$ cat config.mk
export PLATFORM = sky130hd
export DESIGN_NAME = fib_rx_parser
export DESIGN_NICKNAME = d
export VERILOG_FILES = /design/src/fib_pkg.sv /design/src/fib_rx_parser.sv
export VERILOG_INCLUDE_DIRS = /design/src
export SDC_FILE = /design/constraint.sdc
export NUM_CORES = 1
export LEC_CHECK = 0
export ABC_AREA = 1
export ABC_CLOCK_PERIOD_IN_PS = 8000
export BUFFER_PORTS_ARGS = -buffer_cell sky130_fd_sc_hd__buf_2
export CAP_MARGIN = 20
export CORE_MARGIN = 5
export CORE_UTILIZATION = 25
export DETAILED_ROUTE_END_ITERATION = 7
export GPL_TIMING_DRIVEN = 0
export HOLD_SLACK_MARGIN = 0.03
export MAX_ROUTING_LAYER = met4
export PLACE_DENSITY = 0.5
export SYNTH_ARGS = -nofsm -noshare
export SYNTH_HDL_FRONTEND = slang
export SYNTH_SLANG_ARGS = --single-unit
$ cat constraint.sdc
create_clock -name clk -period 8 [get_ports clk]
set_input_delay 1.2 -clock clk [delete_from_list [all_inputs] [get_ports clk]]
set_output_delay 1.2 -clock clk [all_outputs]
set_load 0.05 [all_outputs]
$ cat src/fib_params.svh
//############################
// Width and size constants for the FIB block
// Include in any file that sizes ports or tables
//############################
`ifndef FIB_PARAMS_SVH
`define FIB_PARAMS_SVH

// Name prefix carried by every packet
`define FIB_PREFIX_W 64
// Prefix length field inside the metadata byte
`define FIB_LEN_W 6
`define FIB_META_LEN_MSB 5

// Bucket index produced by the hash
`define FIB_HASH_W 10
// Valid-bit table geometry, one row of buckets per length
`define FIB_BUCKETS 1024
`define FIB_LENGTHS 64

// Bytes of prefix that follow the metadata byte
`define FIB_PREFIX_BYTES 8

`endif
$ cat src/fib_pkg.sv
//############################
// Shared FIB functions and FSM state types
// Referenced as fib_pkg::name by the RTL
//############################
`include "fib_params.svh"
`default_nettype none

package fib_pkg;

    // Clear every bit below the top length bits of the prefix
    function automatic logic [`FIB_PREFIX_W-1:0] fib_mask(
        input logic [`FIB_PREFIX_W-1:0] prefix,
        input logic [`FIB_LEN_W-1:0] length
    );
        logic [`FIB_LEN_W:0] shift;
        logic [`FIB_PREFIX_W-1:0] keep;
        // Shift amount is 64 minus length, so length 0 keeps nothing
        shift = {1'b1, {`FIB_LEN_W{1'b0}}} - {1'b0, length};
        keep = {`FIB_PREFIX_W{1'b1}} << shift;
        return prefix & keep;
    endfunction

    // Fold the key into a bucket by XOR of 10-bit slices from bit 0 upward
    function automatic logic [`FIB_HASH_W-1:0] fib_hash(
        input logic [`FIB_PREFIX_W-1:0] key
    );
        logic [`FIB_HASH_W-1:0] h;
        logic [`FIB_PREFIX_W-1:0] tail;
        h = '0;
        for (int i = 0; i < `FIB_PREFIX_W / `FIB_HASH_W; i++) begin
            h = h ^ key[i*`FIB_HASH_W +: `FIB_HASH_W];
        end
        // Last short slice, zero-extended
        tail = key >> ((`FIB_PREFIX_W / `FIB_HASH_W) * `FIB_HASH_W);
        h = h ^ tail[`FIB_HASH_W-1:0];
        return h;
    endfunction

    // Parser states
    typedef enum logic [1:0] {rx_idle, rx_prefix, rx_learn} rx_state_t;

    // Lookup engine states
    typedef enum logic [1:0] {lpm_idle, lpm_probe, lpm_wait, lpm_result} lpm_state_t;

    // Serializer states
    typedef enum logic [1:0] {tx_idle, tx_meta, tx_request, tx_match} tx_state_t;

endpackage

`default_nettype wire

$ cat src/fib_rx_parser.sv
//############################
// Packet assembler for the receive stream
// Emits one learn write and one notice per packet
//############################
`include "fib_params.svh"
`default_nettype none

module fib_rx_parser (
    input  logic clk,
    input  logic rst,
    input  logic rx_valid,
    input  logic [7:0] rx_byte,
    output logic learn_valid,
    output logic [`FIB_LEN_W-1:0] learn_length,
    output logic [`FIB_HASH_W-1:0] learn_bucket,
    output logic notice_valid,
    output logic [7:0] notice_metadata,
    output logic [`FIB_PREFIX_W-1:0] notice_prefix
);

    localparam logic [2:0] last_idx = 3'(`FIB_PREFIX_BYTES - 1);

    fib_pkg::rx_state_t state;
    logic [2:0] byte_cnt;
    logic [7:0] meta_q;
    logic [`FIB_PREFIX_W-1:0] prefix_sr;
    logic [`FIB_PREFIX_W-1:0] prefix_next;
    logic last_byte;

    // Prefix arrives most significant byte first
    assign prefix_next = {prefix_sr[`FIB_PREFIX_W-9:0], rx_byte};
    assign last_byte = rx_valid && (state == fib_pkg::rx_prefix) && (byte_cnt == last_idx);

    // Learn and notice last exactly the one cycle spent in the learn state
    assign learn_valid = (state == fib_pkg::rx_learn);
    assign notice_valid = (state == fib_pkg::rx_learn);
    assign learn_length = notice_metadata[`FIB_META_LEN_MSB:0];

    always_ff @(posedge clk or posedge rst) begin
        if (rst) begin
            state <= fib_pkg::rx_idle;
            byte_cnt <= '0;
        end else begin
            case (state)
                // Learn cycle can already take the next metadata byte
                fib_pkg::rx_idle, fib_pkg::rx_learn: begin
                    byte_cnt <= '0;
                    state <= rx_valid ? fib_pkg::rx_prefix : fib_pkg::rx_idle;
                end
                fib_pkg::rx_prefix: begin
                    if (rx_valid) begin
                        byte_cnt <= byte_cnt + 3'd1;
                        if (byte_cnt == last_idx) begin
                            state <= fib_pkg::rx_learn;
                        end
                    end
                end
                default: state <= fib_pkg::rx_idle;
            endcase
        end
    end

    always_ff @(posedge clk) begin
        // Metadata byte is any valid byte outside the prefix phase
        if (rx_valid && state != fib_pkg::rx_prefix) begin
            meta_q <= rx_byte;
        end
        if (rx_valid && state == fib_pkg::rx_prefix) begin
            prefix_sr <= prefix_next;
        end
        // Snapshot for the notice and the table write
        if (last_byte) begin
            notice_metadata <= meta_q;
            notice_prefix <= prefix_next;
            learn_bucket <= fib_pkg::fib_hash(
                fib_pkg::fib_mask(prefix_next, meta_q[`FIB_META_LEN_MSB:0]));
        end
    end

endmodule

`default_nettype wire

==> results.txt <==
die height -> 171 um
Worst-path clk slew -> 0.06 ns
Least-Margin Pin Slew -> 0.799 ns
dpl hpwl -> 12.2 mm
Leakage -> 3.27 nW
total global routing overflow -> 0
Final period util -> 0.383
initial antenna violation count -> 0
ANT nets after route -> 0
Tmin final -> 3.06 ns
CTS hold repair buffers -> 0
crit-path cells -> buf_2, inv_1, nor2_4, inv_1, nor2_4, buf_12
WL/cell -> 16.0 um
kind of critical path -> input port to flop
Area after DPL -> 0.00753 sq mm
synth warn -> 0
CTS H-tree depth -> 4
Synth Register Bits -> 151
Initial Utilization -> 0.251
Slew headroom -> 0.465
fin nets -> 692
CP Data Arrival Time -> 3.18 ns
footprint of the multi-input gates -> 0.00170 sq mm
Root Buffer -> clkbuf_16
RePlAce Congestion -> 0.890
IO Port Bufs -> 100
Mapped Nets -> 569
peak fanout along the critical path -> 33
CP required -> 8.12 ns
iteration count of the initial detailed-routing pass -> 5
Buf+Inv Stages, Crit Path -> 4
Setup WS post-layout -> 4.94 ns
remaining routing DRC violations -> 0
Max Slew Vio Count -> 0
vias in the first global route -> 4363
largest net degree at the start of global routing -> 34
Peak VDD IR -> 0.113 mV
Syn-to-layout area delta -> 24.8%
asr flop ratio synth -> 0.0331
TritonCTS Buffers -> 17
final wirelength -> 16.4 mm
Longest Clk Path Bufs -> 2
fillers -> 2638
synthesized area -> 0.00650 sq mm
Util after Layout -> 0.314
CP startpoint kind -> input port
worst skew pair latency -> 0.43 ns
most used flip-flop cell after synthesis -> edfxtp_1
EDFF count, synth -> 146
ant diodes -> 0
Setup TNS Final -> 0 ns
via density per instance -> 4.25
CTS tree -> done
slowest CP cell -> nor2_4
Setup Skew -> 0.0101 ns
fmax -> 327 MHz
width of the chip -> 171 um
Hold Violations, Final -> 0
core area -> 0.0258 sq mm
sequential area share after synthesis -> 0.694
Hold Path Class -> flop to flop
Post-Syn Instances -> 553
Max-cap violations -> 0
Avg Inst Size Synth -> 11.7 sq um
clock sink count -> 151
num rows -> 59
commonest non-fill, non-tap cells in the layout -> 147 x nand2_1, 146 x edfxtp_1, 106 x buf_2
P per Cell Area -> 284 mW/mm^2
die area -> 0.0293 sq mm
Netlist cell types -> 31
pre-CTS setup slack -> 4.41 ns
unrepaired setup endpoints after global routing -> false
routed vias -> 4352
Max stage delay on crit path -> 0.65 ns
CTS-repair resized insts -> 0
most common cell after layout, fill and taps aside -> nand2_1
Sequential cell area -> 0.00451 sq mm
first-pass GRT wire length -> 25.1 mm
status -> completed
crit end category -> flop
share of layout cells above drive strength 1 -> 0.254
total track usage -> 0.118
Final Setup Violations -> 0
cell family with most CP delay -> simple AND/OR/NAND/NOR gates
fin area -> 0.00811 sq mm
post-CTS setup buffer count -> 0
Detailed Route Iter0 Violations -> 329
I/O pins -> 101
Yosys cell counts (3+ instances only):
cell type,count,area (sq um)
nand2_1,147,552
edfxtp_1,146,4380
nand3_1,67,335
inv_1,40,150
nor2_1,31,116
nand4_1,12,75.1
o21ai_0,12,60.1
buf_4,9,67.6
nand3b_1,9,67.6
xor2_1,9,78.8
o21ai_1,7,35.0
xnor2_1,7,61.3
a21oi_1,6,30.0
buf_2,6,30.0
nor2_2,6,37.5
dfrtp_1,5,125
ha_1,5,62.6
nand2_2,5,31.3
inv_2,4,15.0
o211ai_1,4,30.0
buf_6,3,33.8
nor2_4,3,33.8
layout make-up:
type	count	area share
plain buffers	19	0.0167
clock buffers	17	0.0524
clock inverters	14	0.0196
inverters	44	0.0204
multi-input cells	339	0.210
flip-flops and latches	151	0.556
well taps	335	0.0517
repair buffers	104	0.0734
kinds of logic (layout without fill, tap and decap cells):
logic type               after synthesis  after routing  synth area share
adder cells (fa/ha/maj)                5              5           0.00963
AND/OR/NAND/NOR                      284            284             0.197
XOR/XNOR                              17             17            0.0241
buffers and inverters                 63            198            0.0462
flip-flops                           151            151             0.694
multiplexers                           1              1           0.00154
AO/OA/AOI/OAI                         32             32            0.0272
through the flow:
| stage | power, mW | cells | hold slack, ns |
|---|---|---|---|
| global placement | 1.50 | 988 | 0.404 |
| floorplan | 1.37 | 553 | 0.400 |
| CTS | 2.34 | 1023 | 0.423 |
| detailed placement | 1.52 | 992 | 0.416 |
| global route | 2.43 | 1023 | 0.424 |
| finish | 2.30 | 1023 | 0.418 |
path summary, 6_finish.rpt:
| kind | start | end | slack (ns) | cells past startpoint |
|---|---|---|---|---|
| max | rx_valid | notice_prefix[61] | 4.94 | 6 |
| min | meta_q[7] | notice_metadata[7] | 0.42 | 0 |
| max reg2reg | meta_q[0] | learn_bucket[0] | 5.37 | 12 |
| min reg2reg | meta_q[7] | notice_metadata[7] | 0.42 | 0 |
| max in group asynchronous | rst | state[1] | 7.16 | 2 |
| min in group asynchronous | rst | state[0] | 0.67 | 2 |
registers in the layout (all words and copies together) (netlist names):
signal / cells
meta_q: 8
notice_prefix: 64
notice_metadata: 8
byte_cnt: 3
learn_bucket: 10
state: 2
prefix_sr: 56
report_power, final:
part | total [mW] | leakage, nW | internal (mW) | switching, mW
combinational | 0.426 | 1.59 | 0.137 | 0.290
clock | 0.806 | 0.272 | 0.485 | 0.321
sequential | 1.07 | 1.41 | 1.00 | 0.0683
metal layers:
layer | share of wire | track usage | vias to the layer above
met1 | 0.50 | 0.163 | 2060
met4 | 0.014 | 0.0372 | 0
met2 | 0.44 | 0.171 | 113
li1 | - | - | 2164
met3 | 0.045 | 0.0296 | 15
met5 | 0 | - | -
worst register-to-register path, stage by stage, from the launching register on:
cell and delay [ns]:
edfxtp_1 0.46, inv_1 0.21, ha_1 0.28, inv_1 0.06, nand2_1 0.07, nand2_2 0.14, nor2_1 0.22, nand3_1 0.15
o21ai_0 0.18, nand2_1 0.09, o21ai_1 0.31, nand3b_1 0.16, nand2_1 0.06
No activity file was read; power rests on OpenSTA's default activity.
