## src/fib_params.svh

```systemverilog
//############################
// Width and size constants for the FIB block
// Include in any file that sizes ports or tables
//############################
`ifndef FIB_PARAMS_SVH
`define FIB_PARAMS_SVH

// Name prefix carried by every packet
`define FIB_PREFIX_W 64
// Prefix length field inside the metadata byte
`define FIB_LEN_W 6
`define FIB_META_LEN_MSB 5

// Bucket index produced by the hash
`define FIB_HASH_W 10
// Valid-bit table geometry, one row of buckets per length
`define FIB_BUCKETS 1024
`define FIB_LENGTHS 64

// Bytes of prefix that follow the metadata byte
`define FIB_PREFIX_BYTES 8

`endif
```

## src/fib_pkg.sv

```systemverilog
//############################
// Shared FIB functions and FSM state types
// Referenced as fib_pkg::name by the RTL
//############################
`include "fib_params.svh"
`default_nettype none

package fib_pkg;

    // Clear every bit below the top length bits of the prefix
    function automatic logic [`FIB_PREFIX_W-1:0] fib_mask(
        input logic [`FIB_PREFIX_W-1:0] prefix,
        input logic [`FIB_LEN_W-1:0] length
    );
        logic [`FIB_LEN_W:0] shift;
        logic [`FIB_PREFIX_W-1:0] keep;
        // Shift amount is 64 minus length, so length 0 keeps nothing
        shift = {1'b1, {`FIB_LEN_W{1'b0}}} - {1'b0, length};
        keep = {`FIB_PREFIX_W{1'b1}} << shift;
        return prefix & keep;
    endfunction

    // Fold the key into a bucket by XOR of 10-bit slices from bit 0 upward
    function automatic logic [`FIB_HASH_W-1:0] fib_hash(
        input logic [`FIB_PREFIX_W-1:0] key
    );
        logic [`FIB_HASH_W-1:0] h;
        logic [`FIB_PREFIX_W-1:0] tail;
        h = '0;
        for (int i = 0; i < `FIB_PREFIX_W / `FIB_HASH_W; i++) begin
            h = h ^ key[i*`FIB_HASH_W +: `FIB_HASH_W];
        end
        // Last short slice, zero-extended
        tail = key >> ((`FIB_PREFIX_W / `FIB_HASH_W) * `FIB_HASH_W);
        h = h ^ tail[`FIB_HASH_W-1:0];
        return h;
    endfunction

    // Parser states
    typedef enum logic [1:0] {rx_idle, rx_prefix, rx_learn} rx_state_t;

    // Lookup engine states
    typedef enum logic [1:0] {lpm_idle, lpm_probe, lpm_wait, lpm_result} lpm_state_t;

    // Serializer states
    typedef enum logic [1:0] {tx_idle, tx_meta, tx_request, tx_match} tx_state_t;

endpackage

`default_nettype wire

```

## src/fib_if.sv

```systemverilog
//############################
// Internal links of the FIB block
// Probe path to the table and result path to the serializer
//############################
`include "fib_params.svh"
`default_nettype none


// Valid/ready handoff of a finished lookup
interface fib_result_if;
    logic result_valid;
    logic result_ready;
    logic [7:0] result_metadata;
    logic [`FIB_PREFIX_W-1:0] result_request_prefix;
    logic [`FIB_PREFIX_W-1:0] result_match_prefix;

    modport source (
        output result_valid, result_metadata, result_request_prefix, result_match_prefix,
        input result_ready
    );

    modport sink (
        input result_valid, result_metadata, result_request_prefix, result_match_prefix,
        output result_ready
    );
endinterface

`default_nettype wire

```

## src/fib_tx_serializer.sv

```systemverilog
//############################
// Turns one lookup result into a 17-byte stream
// Metadata, request prefix, then matched prefix
//############################
`include "fib_params.svh"
`default_nettype none

module fib_tx_serializer (
    input  logic clk,
    input  logic rst,
    fib_result_if.sink result,
    output logic tx_valid,
    output logic [7:0] tx_byte
);

    localparam logic [2:0] last_idx = 3'(`FIB_PREFIX_BYTES - 1);

    fib_pkg::tx_state_t state;
    logic [2:0] byte_cnt;
    logic [7:0] meta_q;
    logic [`FIB_PREFIX_W-1:0] req_sr;
    logic [`FIB_PREFIX_W-1:0] match_sr;
    logic take;

    // Only an idle serializer accepts a new result
    assign result.result_ready = (state == fib_pkg::tx_idle);
    assign take = result.result_valid && result.result_ready;

    assign tx_valid = (state != fib_pkg::tx_idle);

    always_comb begin
        case (state)
            fib_pkg::tx_meta: tx_byte = meta_q;
            fib_pkg::tx_request: tx_byte = req_sr[`FIB_PREFIX_W-1 -: 8];
            fib_pkg::tx_match: tx_byte = match_sr[`FIB_PREFIX_W-1 -: 8];
            default: tx_byte = 8'h00;
        endcase
    end

    always_ff @(posedge clk or posedge rst) begin
        if (rst) begin
            state <= fib_pkg::tx_idle;
            byte_cnt <= '0;
        end else begin
            case (state)
                fib_pkg::tx_idle: begin
                    if (take) begin
                        state <= fib_pkg::tx_meta;
                    end
                end
                fib_pkg::tx_meta: begin
                    byte_cnt <= '0;
                    state <= fib_pkg::tx_request;
                end
                // Eight bytes each, counter wraps back to 0 at the end
                fib_pkg::tx_request: begin
                    byte_cnt <= byte_cnt + 3'd1;
                    if (byte_cnt == last_idx) begin
                        state <= fib_pkg::tx_match;
                    end
                end
                fib_pkg::tx_match: begin
                    byte_cnt <= byte_cnt + 3'd1;
                    if (byte_cnt == last_idx) begin
                        state <= fib_pkg::tx_idle;
                    end
                end
                default: state <= fib_pkg::tx_idle;
            endcase
        end
    end

    // Shift out MSB first
    always_ff @(posedge clk) begin
        if (take) begin
            meta_q <= result.result_metadata;
            req_sr <= result.result_request_prefix;
            match_sr <= result.result_match_prefix;
        end
        if (state == fib_pkg::tx_request) begin
            req_sr <= req_sr << 8;
        end
        if (state == fib_pkg::tx_match) begin
            match_sr <= match_sr << 8;
        end
    end

endmodule

`default_nettype wire

```

## src/flat_wrapper.sv

```systemverilog
// flat-port wrapper written by rule: the top's interface ports become plain ports
module fib_tx_serializer_flat 
  (clk, rst, tx_valid, tx_byte, result_result_valid, result_result_metadata, result_result_request_prefix, result_result_match_prefix, result_result_ready);
  fib_result_if result_i ();
  input  logic clk;
  input  logic rst;
  output logic tx_valid;
  output logic [7:0] tx_byte;
  input wire logic [$bits(result_i.result_valid)-1:0] result_result_valid;
  input wire logic [$bits(result_i.result_metadata)-1:0] result_result_metadata;
  input wire logic [$bits(result_i.result_request_prefix)-1:0] result_result_request_prefix;
  input wire logic [$bits(result_i.result_match_prefix)-1:0] result_result_match_prefix;
  output wire logic [$bits(result_i.result_ready)-1:0] result_result_ready;
  assign result_i.result_valid = result_result_valid;
  assign result_i.result_metadata = result_result_metadata;
  assign result_i.result_request_prefix = result_result_request_prefix;
  assign result_i.result_match_prefix = result_result_match_prefix;
  assign result_result_ready = result_i.result_ready;
  fib_tx_serializer u_core (.clk(clk), .rst(rst), .result(result_i), .tx_valid(tx_valid), .tx_byte(tx_byte));
endmodule
```

## config.mk

```make
export PLATFORM = sky130hd
export DESIGN_NAME = fib_tx_serializer_flat
export DESIGN_NICKNAME = d
export VERILOG_FILES = /design/src/fib_pkg.sv /design/src/fib_if.sv /design/src/fib_tx_serializer.sv /design/src/flat_wrapper.sv
export VERILOG_INCLUDE_DIRS = /design/src
export SDC_FILE = /design/constraint.sdc
export NUM_CORES = 1
export LEC_CHECK = 0
export ABC_CLOCK_PERIOD_IN_PS = 5200
export BUFFER_PORTS_ARGS = -buffer_cell sky130_fd_sc_hd__buf_2
export CAP_MARGIN = 10
export CORE_MARGIN = 4
export CORE_UTILIZATION = 45
export CTS_CLUSTER_SIZE = 40
export DETAILED_ROUTE_END_ITERATION = 10
export PLACE_DENSITY = 0.75
export SLEW_MARGIN = 20
export SYNTH_ARGS = -nofsm -noshare
export SYNTH_HDL_FRONTEND = slang
export SYNTH_SLANG_ARGS = --single-unit
```

## constraint.sdc

```tcl
create_clock -name clk -period 5.2 [get_ports clk]
set_input_delay 0.52 -clock clk [delete_from_list [all_inputs] [get_ports clk]]
set_output_delay 0.52 -clock clk [all_outputs]
set_load 0.01 [all_outputs]
```

==> impl_metrics.json <==
{
  "place_ws_ns": 2.34,
  "wire_per_inst_um": 15.1,
  "synthCells": 618,
  "cts-hold-fix-buffers": 1,
  "yosys.area.top_type": "edfxtp_1",
  "start_util": 0.467,
  "cts_resized": 0,
  "finalSetupViolCount": 0,
  "rsz0062_at_grt": "no",
  "final_cell_count_no_fill": 932,
  "max_stage_delay_ns": 0.74,
  "peakVddDrop_v": 0.000268,
  "htreeDepth": 4,
  "wl_met3_um": 1020,
  "startpoint_type": "flop",
  "status": "finished clean",
  "hold_viol": 0,
  "antennaDiodeCount": 0,
  "syn2layout_area_growth_pct": 20.0,
  "ys_seq_elements": 141,
  "worst-path-buf-inv": 3,
  "tightest_slew_ns": 1.05,
  "synth_fp_nets": 765,
  "synth_compound_gate_area_share": 0.123,
  "synth_mux_area_frac": 0.00179,
  "layout_commonest_cell": "nand2_1",
  "grt_max_degree": 117,
  "slew_viol_final": 0,
  "power.total_uw": 4690,
  "placed_area_mm2": 0.00700,
  "synth_top_area_frac": 0.574,
  "grt_pass1_wl_um": 21900,
  "die_w_um": 126,
  "fin_setup_tns_ns": 0,
  "synth_top_family_by_area": "simple AND/OR/NAND/NOR gates",
  "vias": 4731,
  "wirelength_met1_um": 6280,
  "period_share": 0.552,
  "grt_pass1_vias": 4481,
  "synth_cell_types": 22,
  "clk-insertion-delay-late_ns": 0.42,
  "crit_type": "flop to flop",
  "fp.dieH_um": 126,
  "place_congestion": 0.806,
  "antenna_found_initial": 0,
  "avgViaCountPerCell": 5.08,
  "final_cell_mix": "nand2_1, buf_2, edfxtp_1, o21ai_1, o21ai_0",
  "dr.pass1.iters": 5,
  "route.detailed.drc": 0,
  "cts_tree": "done",
  "cts_setup_buffers": 0,
  "dp_cells": 899,
  "wirelength_um": 14100,
  "synthXorXnorAreaFrac": 0,
  "ant_nets": 0,
  "crit_arrival_ns": 3.13,
  "ys_warn_count": 0,
  "slowest_stage": "inv_4",
  "gr-usage-all-layers": 0.176,
  "cts_root_buf": "clkbuf_16",
  "drv_cap": 0,
  "top_layer": "met4",
  "dr_wl_met2_um": 6540,
  "fin_crit_ns": 2.87,
  "powerDensity_mw_per_mm2": 623,
  "required_ns": 5.46,
  "fin_area_mm2": 0.00754,
  "synth_area_mm2": 0.00628,
  "synthTopCellsByArea": "edfxtp_1, nand2_1, o21ai_1",
  "setup.worst_path.end_class": "flop",
  "drtIter0Drc": 377,
  "gr-total-overflow": 0,
  "path_cells": "inv_1, ha_1, nand2_2, inv_4, buf_4, nand2_1, o21ai_1",
  "yosys.area_share.simple": 0.163,
  "fin_skew_ns": 0.0151,
  "cts_sinks": 141,
  "layout.nets": 890,
  "io_pins": 149,
  "dp_hpwl_um": 9560,
  "clk_pin_slew_ns": 0.06,
  "hp-class": "primary input to flop",
  "finalWorstSetupSlack_ns": 2.33,
  "drive_gt1_frac": 0.245,
  "die_area_mm2": 0.0159,
  "clock_path_buffers": 2,
  "portBuffers": 148,
  "cpLargestDelayFamily": "buffers and inverters",
  "cp_max_fo": 91,
  "synth_area_per_cell_um2": 10.2,
  "core_mm2": 0.0135,
  "synth_fa_ha_area_frac": 0.0159,
  "relSlewSlack": 0.299,
  "power_leakage_uw": 0.00287,
  "rows": 42,
  "cts_buffers": 17,
  "yosysSeqAreaShare": 0.644,
  "fmax_mhz": 349
}
==> routing by layer <==
metal | GRT usage | vias up
met5 | 0 | -
met4 | 0.0669 | 0
met3 | 0.0478 | 18
met2 | 0.268 | 165
met1 | 0.242 | 2182
li1 | - | 2366
==> flip-flops by register name, indices dropped and copies added (netlist names) <==
name             count
u_core.match_sr     64
u_core.byte_cnt      3
u_core.state         2
u_core.meta_q        8
u_core.req_sr       64
==> per-stage QoR <==
step	hold slack (ns)	util
after detailed placement	0.430	0.520
after floorplan	0.299	-
final	0.291	0.560
after global routing	0.270	0.560
after global placement	0.423	0.520
after CTS	0.274	0.560
==> synth_stat cells <==
library cell  instances
dfxtp_1              16
dfrtp_1               5
nand2_1             259
ha_1                  8
a21oi_1              16
clkbuf_1             25
inv_2                 1
a222oi_1              8
buf_4                 2
inv_1                 4
o21bai_1              1
buf_2                 3
buf_6                16
o21ai_0              25
o21ai_1              94
mux2_2                1
edfxtp_1            120
buf_1                 1
nand2_2               1
nand2b_1              2
a22oi_1               1
nor2_1                9
==> logic make-up (layout without fill, tap and decap cells) <==
logic type               Yosys count  in the layout
AND/OR/NAND/NOR                  271            271
AO/OA/AOI/OAI                    145            145
flip-flops                       141            141
buffers and inverters             52            190
adder cells (fa/ha/maj)            8              8
multiplexers                       1              1
==> final cells by class <==
class	instances	area, um^2
clock inverter	10	75.1
sequential	141	4050
timing repair buffer	153	781
fill	1209	5920
tap	176	220
clock buffer	22	454
inverter	5	21.3
multi-input combinational	425	1940
==> power breakdown <==
| part | internal [uW] | total (uW) | switching, uW |
|---|---|---|---|
| Clock | 660 | 1090 | 427 |
| Sequential | 2030 | 2230 | 201 |
| Combinational | 410 | 1380 | 965 |
| Total | 3100 | 4690 | 1590 |
==> final timing paths <==
path | from | slack, ns | cells after the start | to
worst min-delay path | result_result_metadata[0] | 0.29 | 1 | u_core.meta_q[0]$_DFFE_PN_
min in group asynchronous | rst | 0.56 | 3 | u_core.state[1]$_DFFE_PP0P_
worst max-delay path | u_core.state[0]$_DFFE_PP0P_ | 2.33 | 7 | u_core.req_sr[52]$_DFFE_PP_
worst max register to register | u_core.state[0]$_DFFE_PP0P_ | 2.33 | 7 | u_core.req_sr[52]$_DFFE_PP_
worst min register to register | u_core.match_sr[4]$_SDFFE_PP0N_ | 0.46 | 2 | u_core.match_sr[4]$_SDFFE_PP0N_
max in group asynchronous | rst | 4.47 | 3 | u_core.state[0]$_DFFE_PP0P_
Power figures use the tool's default switching activity.
