**src/fib_params.svh**
```systemverilog
//############################
// Width and size constants for the FIB block
// Include in any file that sizes ports or tables
//############################
`ifndef FIB_PARAMS_SVH
`define FIB_PARAMS_SVH

// Name prefix carried by every packet
`define FIB_PREFIX_W 64
// Prefix length field inside the metadata byte
`define FIB_LEN_W 6
`define FIB_META_LEN_MSB 5

// Bucket index produced by the hash
`define FIB_HASH_W 10
// Valid-bit table geometry, one row of buckets per length
`define FIB_BUCKETS 1024
`define FIB_LENGTHS 64

// Bytes of prefix that follow the metadata byte
`define FIB_PREFIX_BYTES 8

`endif
```
**src/fib_pkg.sv**
```systemverilog
//############################
// Shared FIB functions and FSM state types
// Referenced as fib_pkg::name by the RTL
//############################
`include "fib_params.svh"
`default_nettype none

package fib_pkg;

    // Clear every bit below the top length bits of the prefix
    function automatic logic [`FIB_PREFIX_W-1:0] fib_mask(
        input logic [`FIB_PREFIX_W-1:0] prefix,
        input logic [`FIB_LEN_W-1:0] length
    );
        logic [`FIB_LEN_W:0] shift;
        logic [`FIB_PREFIX_W-1:0] keep;
        // Shift amount is 64 minus length, so length 0 keeps nothing
        shift = {1'b1, {`FIB_LEN_W{1'b0}}} - {1'b0, length};
        keep = {`FIB_PREFIX_W{1'b1}} << shift;
        return prefix & keep;
    endfunction

    // Fold the key into a bucket by XOR of 10-bit slices from bit 0 upward
    function automatic logic [`FIB_HASH_W-1:0] fib_hash(
        input logic [`FIB_PREFIX_W-1:0] key
    );
        logic [`FIB_HASH_W-1:0] h;
        logic [`FIB_PREFIX_W-1:0] tail;
        h = '0;
        for (int i = 0; i < `FIB_PREFIX_W / `FIB_HASH_W; i++) begin
            h = h ^ key[i*`FIB_HASH_W +: `FIB_HASH_W];
        end
        // Last short slice, zero-extended
        tail = key >> ((`FIB_PREFIX_W / `FIB_HASH_W) * `FIB_HASH_W);
        h = h ^ tail[`FIB_HASH_W-1:0];
        return h;
    endfunction

    // Parser states
    typedef enum logic [1:0] {rx_idle, rx_prefix, rx_learn} rx_state_t;

    // Lookup engine states
    typedef enum logic [1:0] {lpm_idle, lpm_probe, lpm_wait, lpm_result} lpm_state_t;

    // Serializer states
    typedef enum logic [1:0] {tx_idle, tx_meta, tx_request, tx_match} tx_state_t;

endpackage

`default_nettype wire

```
**src/fib_if.sv**
```systemverilog
//############################
// Internal links of the FIB block
// Probe path to the table and result path to the serializer
//############################
`include "fib_params.svh"
`default_nettype none

// Engine asks the table for one valid bit, answer comes a cycle later
interface fib_probe_if;
    logic probe_valid;
    logic [`FIB_LEN_W-1:0] probe_length;
    logic [`FIB_HASH_W-1:0] probe_bucket;
    logic probe_hit;

    modport initiator (
        output probe_valid, probe_length, probe_bucket,
        input probe_hit
    );

    modport target (
        input probe_valid, probe_length, probe_bucket,
        output probe_hit
    );
endinterface

// Valid/ready handoff of a finished lookup
interface fib_result_if;
    logic result_valid;
    logic result_ready;
    logic [7:0] result_metadata;
    logic [`FIB_PREFIX_W-1:0] result_request_prefix;
    logic [`FIB_PREFIX_W-1:0] result_match_prefix;

    modport source (
        output result_valid, result_metadata, result_request_prefix, result_match_prefix,
        input result_ready
    );

    modport sink (
        input result_valid, result_metadata, result_request_prefix, result_match_prefix,
        output result_ready
    );
endinterface

`default_nettype wire

```
**src/fib_lpm_engine.sv**
```systemverilog
//############################
// Longest-prefix-match lookup engine
// Probes the requested length, then each shorter one down to 0
// Result is held on a valid/ready link to the serializer
//############################
`include "fib_params.svh"
`default_nettype none

module fib_lpm_engine (
    input  logic clk,
    input  logic rst,
    input  logic lookup_valid,
    output logic lookup_ready,
    input  logic [7:0] lookup_metadata,
    input  logic [`FIB_PREFIX_W-1:0] lookup_prefix,
    fib_probe_if.initiator probe,
    fib_result_if.source result
);

    fib_pkg::lpm_state_t state;
    logic [`FIB_LEN_W-1:0] cur_len;
    logic [7:0] req_meta;
    logic [`FIB_PREFIX_W-1:0] req_prefix;
    logic [`FIB_PREFIX_W-1:0] masked_key;
    logic probe_done;

    // Key for the length under test, also the matched prefix on a hit
    assign masked_key = fib_pkg::fib_mask(req_prefix, cur_len);

    assign lookup_ready = (state == fib_pkg::lpm_idle);

    // One probe per visit to the probe state
    assign probe.probe_valid = (state == fib_pkg::lpm_probe);
    assign probe.probe_length = cur_len;
    assign probe.probe_bucket = fib_pkg::fib_hash(masked_key);

    // Stop on a hit or after length 0 has been tried
    assign probe_done = probe.probe_hit || (cur_len == '0);

    assign result.result_valid = (state == fib_pkg::lpm_result);
    assign result.result_request_prefix = req_prefix;

    always_ff @(posedge clk or posedge rst) begin
        if (rst) begin
            state <= fib_pkg::lpm_idle;
        end else begin
            case (state)
                fib_pkg::lpm_idle: begin
                    if (lookup_valid) begin
                        state <= fib_pkg::lpm_probe;
                    end
                end
                fib_pkg::lpm_probe: state <= fib_pkg::lpm_wait;
                // probe_hit is valid here, a cycle after the probe
                fib_pkg::lpm_wait: begin
                    state <= probe_done ? fib_pkg::lpm_result : fib_pkg::lpm_probe;
                end
                fib_pkg::lpm_result: begin
                    if (result.result_ready) begin
                        state <= fib_pkg::lpm_idle;
                    end
                end
                default: state <= fib_pkg::lpm_idle;
            endcase
        end
    end

    always_ff @(posedge clk) begin
        if (state == fib_pkg::lpm_idle && lookup_valid) begin
            req_meta <= lookup_metadata;
            req_prefix <= lookup_prefix;
            cur_len <= lookup_metadata[`FIB_META_LEN_MSB:0];
        end
        if (state == fib_pkg::lpm_wait) begin
            if (!probe_done) begin
                cur_len <= cur_len - 1'b1;
            end else begin
                // Flag bits pass through, length is 0 on a miss
                result.result_metadata <= {req_meta[7:6],
                    probe.probe_hit ? cur_len : {`FIB_LEN_W{1'b0}}};
                result.result_match_prefix <= probe.probe_hit ? masked_key : '0;
            end
        end
    end

endmodule

`default_nettype wire

```
**src/flat_wrapper.sv**
```systemverilog
// flat-port wrapper written by rule: the top's interface ports become plain ports
module fib_lpm_engine_flat 
  (clk, rst, lookup_valid, lookup_ready, lookup_metadata, lookup_prefix, probe_probe_valid, probe_probe_length, probe_probe_bucket, probe_probe_hit, result_result_valid, result_result_metadata, result_result_request_prefix, result_result_match_prefix, result_result_ready);
  fib_probe_if probe_i ();
  fib_result_if result_i ();
  input  logic clk;
  input  logic rst;
  input  logic lookup_valid;
  output logic lookup_ready;
  input  logic [7:0] lookup_metadata;
  input  logic [`FIB_PREFIX_W-1:0] lookup_prefix;
  output wire logic [$bits(probe_i.probe_valid)-1:0] probe_probe_valid;
  output wire logic [$bits(probe_i.probe_length)-1:0] probe_probe_length;
  output wire logic [$bits(probe_i.probe_bucket)-1:0] probe_probe_bucket;
  input wire logic [$bits(probe_i.probe_hit)-1:0] probe_probe_hit;
  output wire logic [$bits(result_i.result_valid)-1:0] result_result_valid;
  output wire logic [$bits(result_i.result_metadata)-1:0] result_result_metadata;
  output wire logic [$bits(result_i.result_request_prefix)-1:0] result_result_request_prefix;
  output wire logic [$bits(result_i.result_match_prefix)-1:0] result_result_match_prefix;
  input wire logic [$bits(result_i.result_ready)-1:0] result_result_ready;
  assign probe_probe_valid = probe_i.probe_valid;
  assign probe_probe_length = probe_i.probe_length;
  assign probe_probe_bucket = probe_i.probe_bucket;
  assign probe_i.probe_hit = probe_probe_hit;
  assign result_result_valid = result_i.result_valid;
  assign result_result_metadata = result_i.result_metadata;
  assign result_result_request_prefix = result_i.result_request_prefix;
  assign result_result_match_prefix = result_i.result_match_prefix;
  assign result_i.result_ready = result_result_ready;
  fib_lpm_engine u_core (.clk(clk), .rst(rst), .lookup_valid(lookup_valid), .lookup_ready(lookup_ready), .lookup_metadata(lookup_metadata), .lookup_prefix(lookup_prefix), .probe(probe_i), .result(result_i));
endmodule
```
**config.mk**
```make
export PLATFORM = sky130hd
export DESIGN_NAME = fib_lpm_engine_flat
export DESIGN_NICKNAME = d
export VERILOG_FILES = /design/src/fib_pkg.sv /design/src/fib_if.sv /design/src/fib_lpm_engine.sv /design/src/flat_wrapper.sv
export VERILOG_INCLUDE_DIRS = /design/src
export SDC_FILE = /design/constraint.sdc
export NUM_CORES = 1
export LEC_CHECK = 0
export BUFFER_PORTS_ARGS = -buffer_cell sky130_fd_sc_hd__buf_2
export CAP_MARGIN = 20
export CELL_PAD_IN_SITES_DETAIL_PLACEMENT = 0
export CELL_PAD_IN_SITES_GLOBAL_PLACEMENT = 1
export CORE_MARGIN = 2
export CORE_UTILIZATION = 42
export CTS_CLUSTER_SIZE = 8
export DETAILED_ROUTE_END_ITERATION = 7
export PLACE_DENSITY = 0.95
export SYNTH_ARGS = -nofsm -noshare
export SYNTH_HDL_FRONTEND = slang
export SYNTH_SLANG_ARGS = --single-unit
```
**constraint.sdc**
```tcl
create_clock -name clk -period 8.8 [get_ports clk]
set_input_delay 0.88 -clock clk [delete_from_list [all_inputs] [get_ports clk]]
set_output_delay 0.88 -clock clk [all_outputs]
set_load 0.1 [all_outputs]
```
==> run summary, run 1 <==
The share of final-layout standard cells stronger than drive strength 1 is 0.366. Measured against the total synthesized area, the mux share comes to 0.00763. The class of the most critical hold timing path is in2async. By startpoint and endpoint, the worst setup path is classified as reg2out. The worst slew margin relative to its limit is 0.239. STA classifies the critical path endpoint as an output port. The final hold violation count came out at 0.

In this run, post-CTS repair resized a total of 0 instances. The final cycle utilization of the critical path is 0.567. The number of pins exceeding their max-slew limit in the final report was 0.

The core region is between 15000 and 20000 sq um. Clock tree synthesis found a total of 146 sinks. The count of input and output buffers came out at ~230.

For this block, the routed nets add up to approximately 20 mm of wire. The H-tree was split into 4 levels. The most common cell after layout, fill and taps aside is sky130_fd_sc_hd__buf_2. The effective utilization at floorplan came out at 0.430. The count of nets left with antenna violations once routing finished came out at 0. The number of clock buffers added by TritonCTS is 17.

Of the synthesized area, sequential elements account for 0.658. The critical path arrival is 4.11 ns. The cell row count is 45.

By instance count, the cell type seen most on the critical path is sky130_fd_sc_hd__xnor2_1. The worst stage delay on the critical path is roughly 0.9 ns. For this block, the initial DRC count from the detailed router was about 520. Counting both buffers and inverters, the worst setup path holds a total of 2. The die height is 129 um. The maximum root-to-sink buffer count is 2. After clock tree synthesis, the clock-pin slew on the worst setup and hold paths is ~0.06 ns. In this run the clock root is driven by a sky130_fd_sc_hd__clkbuf_16.

The transition time of the tightest slew-check pin is between 1 and 1.5 ns. The type of element launching the critical path is a flop. The highest achievable clock rate is approximately 200 MHz. The worst setup timing slack at the placement stage came out at 4.32 ns. The number of enable flip-flop cells after synthesis came out at ~140.

Walking the worst path, the cells encountered are inv_1, ha_1, nor3b_2, xnor2_1, o21ai_0, mux2i_1, xnor2_1, nand2_1, xnor2_1, buf_2. The number of library cell types mapped by synthesis came out at ~60. The dominant combinational cell family by area after synthesis is simple AND/OR/NAND/NOR gates. The worst clock skew on the final layout came out at about 0.0087 ns. Of the total synthesized cell area, the portion taken by full adders, half adders and majority gates is 0.00953.

At the end of the flow, the number of nets in the layout was between 800 and 900. Fill cells in the final layout number ~1300. The maximum number of pins on one net before global-route repair came out at 78. The die outline width is 129 um. The number of maximum-capacitance constraint violations came out at 0. The first global-routing pass estimated 29.5 mm of wire. Across every metal layer, demand over resource in global routing totals 0.244. The first detailed-routing pass ran for 5 iterations. The post-route DRC violation count is 0. The layout-stage area growth over the synthesis result is 29.6%. The run finished with clean final reports. The leftover overflow at the end of global routing is 0. TritonCTS built the clock tree. The number of warnings issued by yosys is 0. The number of standard cells after synthesis came out at 531.

The number of hold buffers added after CTS is 0. The number of nets handed over by synthesis was 613. The number of antenna violations at the first check in global routing is 1.

The maximum fanout encountered on the critical timing path is 13. Of the total synthesized cell area, the portion taken by AND, OR, NAND and NOR gates is 0.131. The estimated wirelength of the detail-placed design is about 15 mm. The area fraction in compound gates after synthesis came out at 0.101. The number of flip-flops and latches in the synthesized netlist came out at ~150. The xor and xnor area share after synthesis is 0.0667. After synthesis, the mean cell area works out to roughly 12 sq um. Among all stages on the critical path, the largest delay is contributed by sky130_fd_sc_hd__xnor2_1.

Counting flops with an async set or reset pin after synthesis yields a share of 0.0137. The die covers around 17000 sq um. The number of global-route vias before repair came to just under 5000.

The top-level I/O count came out at between 200 and 250. Ranked by total cell area, the synthesized netlist is headed by sky130_fd_sc_hd__edfxtp_1 (63%), sky130_fd_sc_hd__nor2_1 (4.6%), sky130_fd_sc_hd__xnor2_1 (4.5%). The library cells used most frequently in the layout, excluding fill and tap cells, are sky130_fd_sc_hd__buf_2 (231), sky130_fd_sc_hd__edfxtp_1 (138), sky130_fd_sc_hd__nor2_1 (81). Once the clock tree was built, the setup fixing pass inserted 0 buffers. The area share of the largest cell type after synthesis came out at 0.632. The final critical delay including setup and external delays is 4.99 ns. Setup repair after global routing left no endpoint under its margin. Of all cell types, the one taking the most synthesized area is sky130_fd_sc_hd__edfxtp_1. Using the TritonRoute via totals, the vias-per-cell ratio works out to between 5 and 6. The summed instance area of the synthesized netlist is between 6000 and 7000 sq um.

Setup total negative slack on the finished layout was measured at 0 ns. The average wire per cell in the routed design came out at about 20 um. Across all setup checks in the final design, the least slack found is roughly 3.8 ns.

The later pin in the worst-skew pair is clocked with a latency of about 0.42 ns. Routability-driven placement finished with a final weighted congestion of 0.920. The critical path data required time came out at between 7 and 8 ns. Summing over every cut layer, the via total after detailed routing is slightly above 5000. The gate family responsible for the most delay along the worst path is XOR/XNOR gates. For this run, the leading register cell type out of synthesis is sky130_fd_sc_hd__edfxtp_1. The setup violation total in the final timing report is 0.
## worst register-to-register path, stage by stage, from the launching register on
cell	delay [ns]
sky130_fd_sc_hd__dfxtp_1	0.52
sky130_fd_sc_hd__inv_1	0.14
sky130_fd_sc_hd__ha_1	0.33
sky130_fd_sc_hd__inv_1	0.22
sky130_fd_sc_hd__ha_1	0.37
sky130_fd_sc_hd__inv_1	0.30
sky130_fd_sc_hd__nand2_1	0.28
sky130_fd_sc_hd__or3_1	0.42
sky130_fd_sc_hd__and4_1	0.22
## layout make-up
cell class	count	area, sq um	share of cell area
antenna	1	2.50	0.000294
clock buffer	19	433	0.0509
clock inverter	13	138	0.0162
inverter	13	48.8	0.00574
multi-input combinational	346	2090	0.246
sequential	146	4310	0.507
tap	211	264	0.0310
timing repair buffer	237	1210	0.143
## synthesized netlist by cell type, drive strengths merged, types with 6 or more instances
library cell,instances
nand3,11
nand2,50
nor3,7
nor2,82
edfxtp,138
dfxtp,6
and2,7
a211oi,6
and3,9
inv,13
xnor2,36
clkbuf,14
o211ai,6
a21oi,20
xor2,11
o21ai,37
buf,12
## sequential cells by signal, summed over array words and instances, names as in the netlist
register                             count
u_core.result.result_request_prefix     64
u_core.result.result_match_prefix       64
u_core.req_meta                          2
u_core.state                             2
u_core.probe.probe_length                6
u_core.result.result_metadata            8
## stage by stage
| step | instance area [sq um] | utilization | hold slack (ns) | std cells |
|---|---|---|---|---|
| after CTS | 8480 | 0.556 | 0.280 | 984 |
| after global placement | 7910 | 0.519 | 0.407 | 952 |
| final | 8510 | 0.557 | 0.293 | 986 |
| after global routing | 8510 | 0.557 | 0.283 | 986 |
| after detailed placement | 7910 | 0.519 | 0.406 | 952 |
| after floorplan | 6560 | - | 0.400 | 531 |
## cell families after synthesis
group,after synthesis
fa+ha+maj,5
xor+xnor,47
buf+inv,39
simple gates,188
compound gates,101
mux,5
flops,146
## routing by layer
layer | share of wire | GRT usage | wire length (um) | vias up
met5 | 0 | 0 | 0 | -
li1 | - | - | - | 2382
met1 | 0.41 | 0.322 | 8270 | 2500
met3 | 0.086 | 0.0678 | 1720 | 24
met4 | 0.018 | 0.0902 | 367 | 0
met2 | 0.48 | 0.387 | 9590 | 276
## path summary, 6_finish.rpt
check | startpoint | endpoint | slack (ns) | cells after the start
max | u_core.probe.probe_length[0]$_DFF_P_ | probe_probe_bucket[7] | 3.81 | 10
min | rst | u_core.state[1]$_DFFE_PP0P_ | 0.29 | 2
max reg2reg | u_core.probe.probe_length[0]$_DFF_P_ | u_core.result.result_match_prefix[62]$_SDFFCE_PN0P_ | 5.77 | 8
min reg2reg | u_core.req_meta[7]$_DFFE_PP_ | u_core.result.result_metadata[7]$_DFFE_PP_ | 0.42 | 0
max in group asynchronous | rst | u_core.state[0]$_DFFE_PP0P_ | 8.40 | 2
min in group clk | u_core.req_meta[7]$_DFFE_PP_ | u_core.result.result_metadata[7]$_DFFE_PP_ | 0.42 | 0
Power of run 1 is left out: the tool's default activity adds up to more than one toggle a clock period on the data nets, which glitch-free logic cannot reach.
==> run 2: changes to the inputs <==
CORE_UTILIZATION = 35   (was 42)
PLACE_DENSITY = 0.85   (was 0.95)
clock period = 4 ns   (was 8.8 ns; I/O delays follow)
==> run 2 against run 1 <==
Compared with the run above: flip-flop and latch count is the same; setup slack worse by 3.7 ns; register-to-register slack lost 4.6 ns; hold slack worse by 0.15 ns; final area increased by 6.3%; non-clock buffer count rose by 17; cell count is 3.9% higher; sequential share of layout area down 2.9 points; clock skew rose by 0.0051 ns; via count rose by 1.1%; critical path type unchanged; largest cell class unchanged.
==> run summary, run 2 (synthesis results as in run 1) <==
The number of antenna violations at the first check in global routing came out at 0. The end-of-flow core utilization came out at 0.487. The final cycle utilization of the critical path is 0.961.

The critical path arrival came out at 3.45 ns. The filler cell count in the final layout came out at between 1500 and 2000. In the layout the commonest cells are sky130_fd_sc_hd__buf_2 (221), sky130_fd_sc_hd__edfxtp_1 (138), sky130_fd_sc_hd__nor2_1 (80). At the pin with the least slew margin, the transition time is a little under 0.7 ns. The worst slew margin relative to its limit came out at 0.540.

The library cell used most frequently in the layout, excluding fill and tap cells, is sky130_fd_sc_hd__buf_2. The top-level I/O count came out at about 230. The global-route total usage across every layer came out at 0.211. The number of maximum-capacitance constraint violations came out at 0. The clock latency reported for the late side of the worst-skew pair is around 0.43 ns. The share of final-layout standard cells stronger than drive strength 1 came out at 0.403. The floorplan die area is 19900 sq um. The path class of the tightest hold or removal check is in2reg. The final critical delay including setup and external delays came out at about 3.8 ns. The worst setup path is launched from a flop. The number of nets at the end of the flow came out at 860. The final weighted congestion in routability-driven placement is roughly 0.91. For this run, the top clock speed supported by timing is 260 MHz.

The detailed-route via count is about 5200. The post-route non-filler standard cell count is between 1000 and 1500. The layout-stage area growth over the synthesis result is 37.9%.

The DRC marker count from the first detailed-route iteration came out at about 410. The CTS sink count is about 150. The core area is 18600 sq um. The maximum fanout encountered on the critical timing path came out at 11.

In the routed design, unresolved DRC markers number 0. STA classifies the critical path endpoint as an output port. After detailed placement, the total cell area comes to ~8400 sq um. Port buffering added around 230 buffers. The mean number of vias per cell is between 5 and 6. TritonCTS built the clock tree. The count of inserted antenna diode cells came out at 0.

The worst clock skew on the final layout came out at 0.0138 ns. The H-tree generated during clock tree synthesis spans 4 levels. With fillers left out, the area of the finished cells amounts to about 9000 sq um. The leftover overflow at the end of global routing came out at 0. The maximum number of pins on one net before global-route repair is between 40 and 50. Setup total negative slack on the finished layout was measured at 0 ns. The number of detailed-routing iterations run before antenna repair is 5. The die height came out at 141 um. The CTS buffer count came out at 17.

The final hold violation count is 0. The average wire per cell in the routed design came out at slightly above 20 um. Setup violations remaining at the end of the flow were counted as 0. Setup repair after global routing could not meet its margin everywhere.

The number of global-route vias before repair came out at just over 5000. The cell row count is 50. The number of pins exceeding their max-slew limit in the final report came out at 0. The die outline width is ~140 um. Counting along the longest clock path gives a buffer depth of 2. The count of antenna-violating nets left after detailed routing is 0. The flow ran to the end, and the final reports show no timing, DRC or antenna violations.

The first global-routing pass estimated 30.6 mm of wire. The effective utilization at floorplan is 0.353. The category of the most critical setup path is reg2out. The number of placed cells counting well taps is between 900 and 1000.

Summed over all nets, the half-perimeter wirelength after detailed placement is ~16 mm. The critical path data required time is roughly 3.6 ns. CTS placed an instance of sky130_fd_sc_hd__clkbuf_16 at the clock tree root. After clock tree synthesis, the clock-pin slew on the worst setup and hold paths is roughly 0.070 ns. The post-detailed-routing wire length is between 20 and 25 mm.
==> run 2: metrics by stage <==
stage	setup slack [ns]	hold WS [ns]
after global routing	-0.0813	0.120
after CTS	0.00490	0.128
final	0.155	0.143
after floorplan	0.0163	0.141
after global placement	0.302	0.249
after detailed placement	0.247	0.252
==> run 2: cell type report <==
class,instances,area [sq um],share of cell area
Clock buffer,19,433,0.0479
Sequential cell,146,4320,0.478
Timing Repair Buffer,254,1470,0.162
Multi-Input combinational cell,346,2320,0.256
Clock inverter,12,158,0.0174
Inverter,13,52.6,0.00581
Tap cell,234,293,0.0324
==> run 2: layer usage <==
metal  global-route usage  part of all wire  vias up
met4               0.0768             0.023        0
met2                0.340              0.48      270
li1                     -                 -     2418
met3               0.0676             0.081       38
met1                0.269              0.41     2514
met5                    0                 0        -
==> run 2: what timing repair did <==
item | CTS | global route
gates resized for setup | 5 | 6
pin swaps | 0 | 1
setup endpoints to repair | 8 | 10
setup buffers | 2 | 0
hold endpoints to repair | 2 | 0
hold buffers | 1 | 0
==> run 2: final timing paths <==
| path | startpoint | to | slack [ns] | cells after the start |
|---|---|---|---|---|
| max | u_core.probe.probe_length[1]$_DFF_P_ | probe_probe_bucket[0] | 0.15 | 12 |
| min | lookup_prefix[32] | u_core.result.result_request_prefix[32]$_DFFE_PP_ | 0.14 | 1 |
| max reg2reg | u_core.probe.probe_length[0]$_DFF_P_ | u_core.result.result_match_prefix[13]$_SDFFCE_PN0P_ | 1.16 | 7 |
| min reg2reg | u_core.req_meta[7]$_DFFE_PP_ | u_core.result.result_metadata[7]$_DFFE_PP_ | 0.42 | 0 |
| max in group asynchronous | rst | u_core.state[1]$_DFFE_PP0P_ | 3.53 | 3 |
| min in group asynchronous | rst | u_core.state[0]$_DFFE_PP0P_ | 0.36 | 3 |
==> run 2: worst max-delay path, cell delays in order, from the launching register on <==
cell                      delay, ns
sky130_fd_sc_hd__dfxtp_4       0.36
sky130_fd_sc_hd__inv_1         0.17
sky130_fd_sc_hd__ha_4          0.24
sky130_fd_sc_hd__nor3b_4       0.37
sky130_fd_sc_hd__xnor2_4       0.24
sky130_fd_sc_hd__buf_4         0.21
sky130_fd_sc_hd__a21oi_1       0.04
sky130_fd_sc_hd__o21ai_0       0.40
sky130_fd_sc_hd__xnor2_1       0.15
sky130_fd_sc_hd__xnor2_1       0.15
sky130_fd_sc_hd__nor2_1        0.22
sky130_fd_sc_hd__xnor2_2       0.15
sky130_fd_sc_hd__buf_4         0.31
Power of run 2 is left out for the same reason.
==> run 3: changes to the inputs <==
CORE_ASPECT_RATIO = 1.5   (was default)
==> run 3 against run 2 <==
Compared with the run above: non-clock buffer count fell by 4; hold slack barely moved; first-iteration DRC count rose by 24%; die area rose by 0.11%; core utilization rose by 0.29 points; sequential share of layout area did not move.
==> run summary, run 3 (synthesis results as in run 1) <==
The final cycle utilization of the critical path is 0.949. The core area came out at between 15000 and 20000 sq um. The clock latency reported for the late side of the worst-skew pair came out at between 0.4 and 0.5 ns. The number of antenna violations at the first check in global routing came out at 1. STA classifies the critical path endpoint as an output port.

The die outline width is 116 um. The library cell used most frequently in the layout, excluding fill and tap cells, is sky130_fd_sc_hd__buf_2. The worst slew margin relative to its limit came out at 0.495. The top-level I/O count is around 230. The global-route total usage across every layer came out at 0.210. The die is around 170 um tall.

Counting every sink on the clock net gives ~150. Entering global routing, the biggest net connects 40 pins. The clock transition time at the flip-flop clock pins of the worst setup and hold paths is 0.06 ns. The critical path data required time is approximately 3.6 ns.

The count of inserted antenna diode cells came out at 0. The count of input and output buffers came out at between 200 and 250. The H-tree was split into 4 levels. The cell at the root of the clock tree is sky130_fd_sc_hd__clkbuf_16. Along the worst path, the maximum fanout reaches 9.

The layout-stage area growth over the synthesis result is 37.9%. The floorplan die area is ~20000 sq um. The worst setup path is launched from a flop. In this run, CTS created clock tree buffers numbering 17. The post-route DRC violation count came out at 0. The detailed-route via count is 5199. After detailed routing, the number of vias per cell comes to 5.00.

The share of final-layout standard cells stronger than drive strength 1 came out at 0.400. The class of the most critical hold timing path is in2reg. The final weighted congestion in routability-driven placement came out at 0.943.

The final setup TNS is 0 ns. The DRC marker count from the first detailed-route iteration is 514. The clock passes through at most 2 buffers. The post-detailed-routing wire length is between 20 and 25 mm. Global routing finished with a remaining overflow of 0. Subtracting the final worst setup slack from the clock period gives around 3.8 ns.

The estimated wirelength of the detail-placed design came out at roughly 16 mm. The number of nets at the end of the flow is ~860. Data on the critical path arrives at its endpoint at 3.40 ns. The first-pass GRT wire length is roughly 30 mm. The effective utilization at floorplan came out at 0.355. The run finished with clean final reports. Buffers added to address setup during post-CTS repair amount to 0. The number of pins exceeding their max-slew limit in the final report came out at 0. Dividing the detail-routed wire length by the instance count gives 20.3 um.

The number of global-route vias before repair came to a little over 5000. The library cells used most frequently in the layout, excluding fill and tap cells, are sky130_fd_sc_hd__buf_2 (221), sky130_fd_sc_hd__edfxtp_1 (138), sky130_fd_sc_hd__nor2_1 (80). The count of antenna-violating nets left after detailed routing is 0.

The number of maximum-capacitance constraint violations is 0. The number of detailed-routing iterations run before antenna repair is 6. The setup path with the least slack is of type reg2out. Setup repair after global routing left no endpoint under its margin. Counting the fill cells in the layout gives between 1500 and 2000.

The cell row count is around 60. The transition time of the tightest slew-check pin came out at approximately 0.76 ns. The highest achievable clock rate is 263 MHz. The setup violation total in the final timing report is 0. The final hold violation count is 0.

TritonCTS built the clock tree. For the final database, setup skew stands at 0.00718 ns.
==> run 3: cell count changes in the layout (fill, tap and decap cells not counted), moves of 2 or more <==
cell                         change
sky130_fd_sc_hd__buf_4           -5
sky130_fd_sc_hd__clkbuf_1        -2
sky130_fd_sc_hd__clkinv_1        +2
sky130_fd_sc_hd__clkinv_4        +3
sky130_fd_sc_hd__clkinvlp_4      -4
sky130_fd_sc_hd__inv_8           +2
sky130_fd_sc_hd__o21ai_1         +2
sky130_fd_sc_hd__xnor2_2         +2
==> run 3: through the flow <==
step           instances   util  setup slack, ns  hold WS (ns)  instance area (sq um)
6_report            1039  0.490            0.203         0.143                   9040
5_1_grt             1039  0.490           0.0479         0.125                   9040
4_1_cts             1039  0.488          0.00238         0.127                   9010
3_5_place_dp        1006  0.454            0.440         0.251                   8390
3_3_place_gp        1005  0.454            0.523         0.251                   8380
2_1_floorplan        531      -           0.0163         0.141                   6750
==> run 3: worst paths after layout <==
path | start | endpoint | slack (ns) | depth (start not counted)
max | u_core.probe.probe_length[1]$_DFF_P_ | probe_probe_bucket[2] | 0.20 | 12
min | lookup_prefix[8] | u_core.result.result_request_prefix[8]$_DFFE_PP_ | 0.14 | 1
max reg2reg | u_core.probe.probe_length[0]$_DFF_P_ | u_core.result.result_match_prefix[13]$_SDFFCE_PN0P_ | 1.33 | 7
min reg2reg | u_core.req_meta[6]$_DFFE_PP_ | u_core.result.result_metadata[6]$_DFFE_PP_ | 0.44 | 0
max in group asynchronous | rst | u_core.state[0]$_DFFE_PP0P_ | 3.53 | 3
min in group asynchronous | rst | u_core.state[1]$_DFFE_PP0P_ | 0.37 | 3
==> run 3: per-layer routing <==
layer	wire length (um)	GRT usage	vias to the layer above
met5	12	0	-
li1	-	-	2403
met3	1400	0.0518	44
met2	11400	0.378	243
met4	689	0.0895	2
met1	7590	0.231	2507
==> run 3: layout make-up <==
| cell class | instances | area, sq um | share of cell area |
|---|---|---|---|
| Sequential cell | 146 | 4320 | 0.478 |
| Multi-Input combinational cell | 346 | 2300 | 0.254 |
| Timing Repair Buffer | 250 | 1450 | 0.160 |
| Clock buffer | 17 | 425 | 0.0470 |
| Tap cell | 252 | 315 | 0.0349 |
| Clock inverter | 15 | 183 | 0.0202 |
| Inverter | 13 | 48.8 | 0.00539 |
==> run 3: repair_timing <==
action                                  CTS  global route
resized for setup                         3             6
hold endpoints to repair                  2             0
hold buffers                              1             0
endpoints found under the setup margin    2            10
==> run 3: worst max-delay path: stages, from the launching register on <==
cell	delay [ns]
sky130_fd_sc_hd__dfxtp_4	0.36
sky130_fd_sc_hd__inv_1	0.17
sky130_fd_sc_hd__ha_4	0.21
sky130_fd_sc_hd__inv_1	0.12
sky130_fd_sc_hd__ha_1	0.33
sky130_fd_sc_hd__inv_1	0.19
sky130_fd_sc_hd__nand2_2	0.15
sky130_fd_sc_hd__or3_1	0.37
sky130_fd_sc_hd__o211ai_2	0.09
sky130_fd_sc_hd__xor2_1	0.23
sky130_fd_sc_hd__mux2i_2	0.38
sky130_fd_sc_hd__xnor2_4	0.18
sky130_fd_sc_hd__buf_12	0.20
Power of run 3 is left out for the same reason.
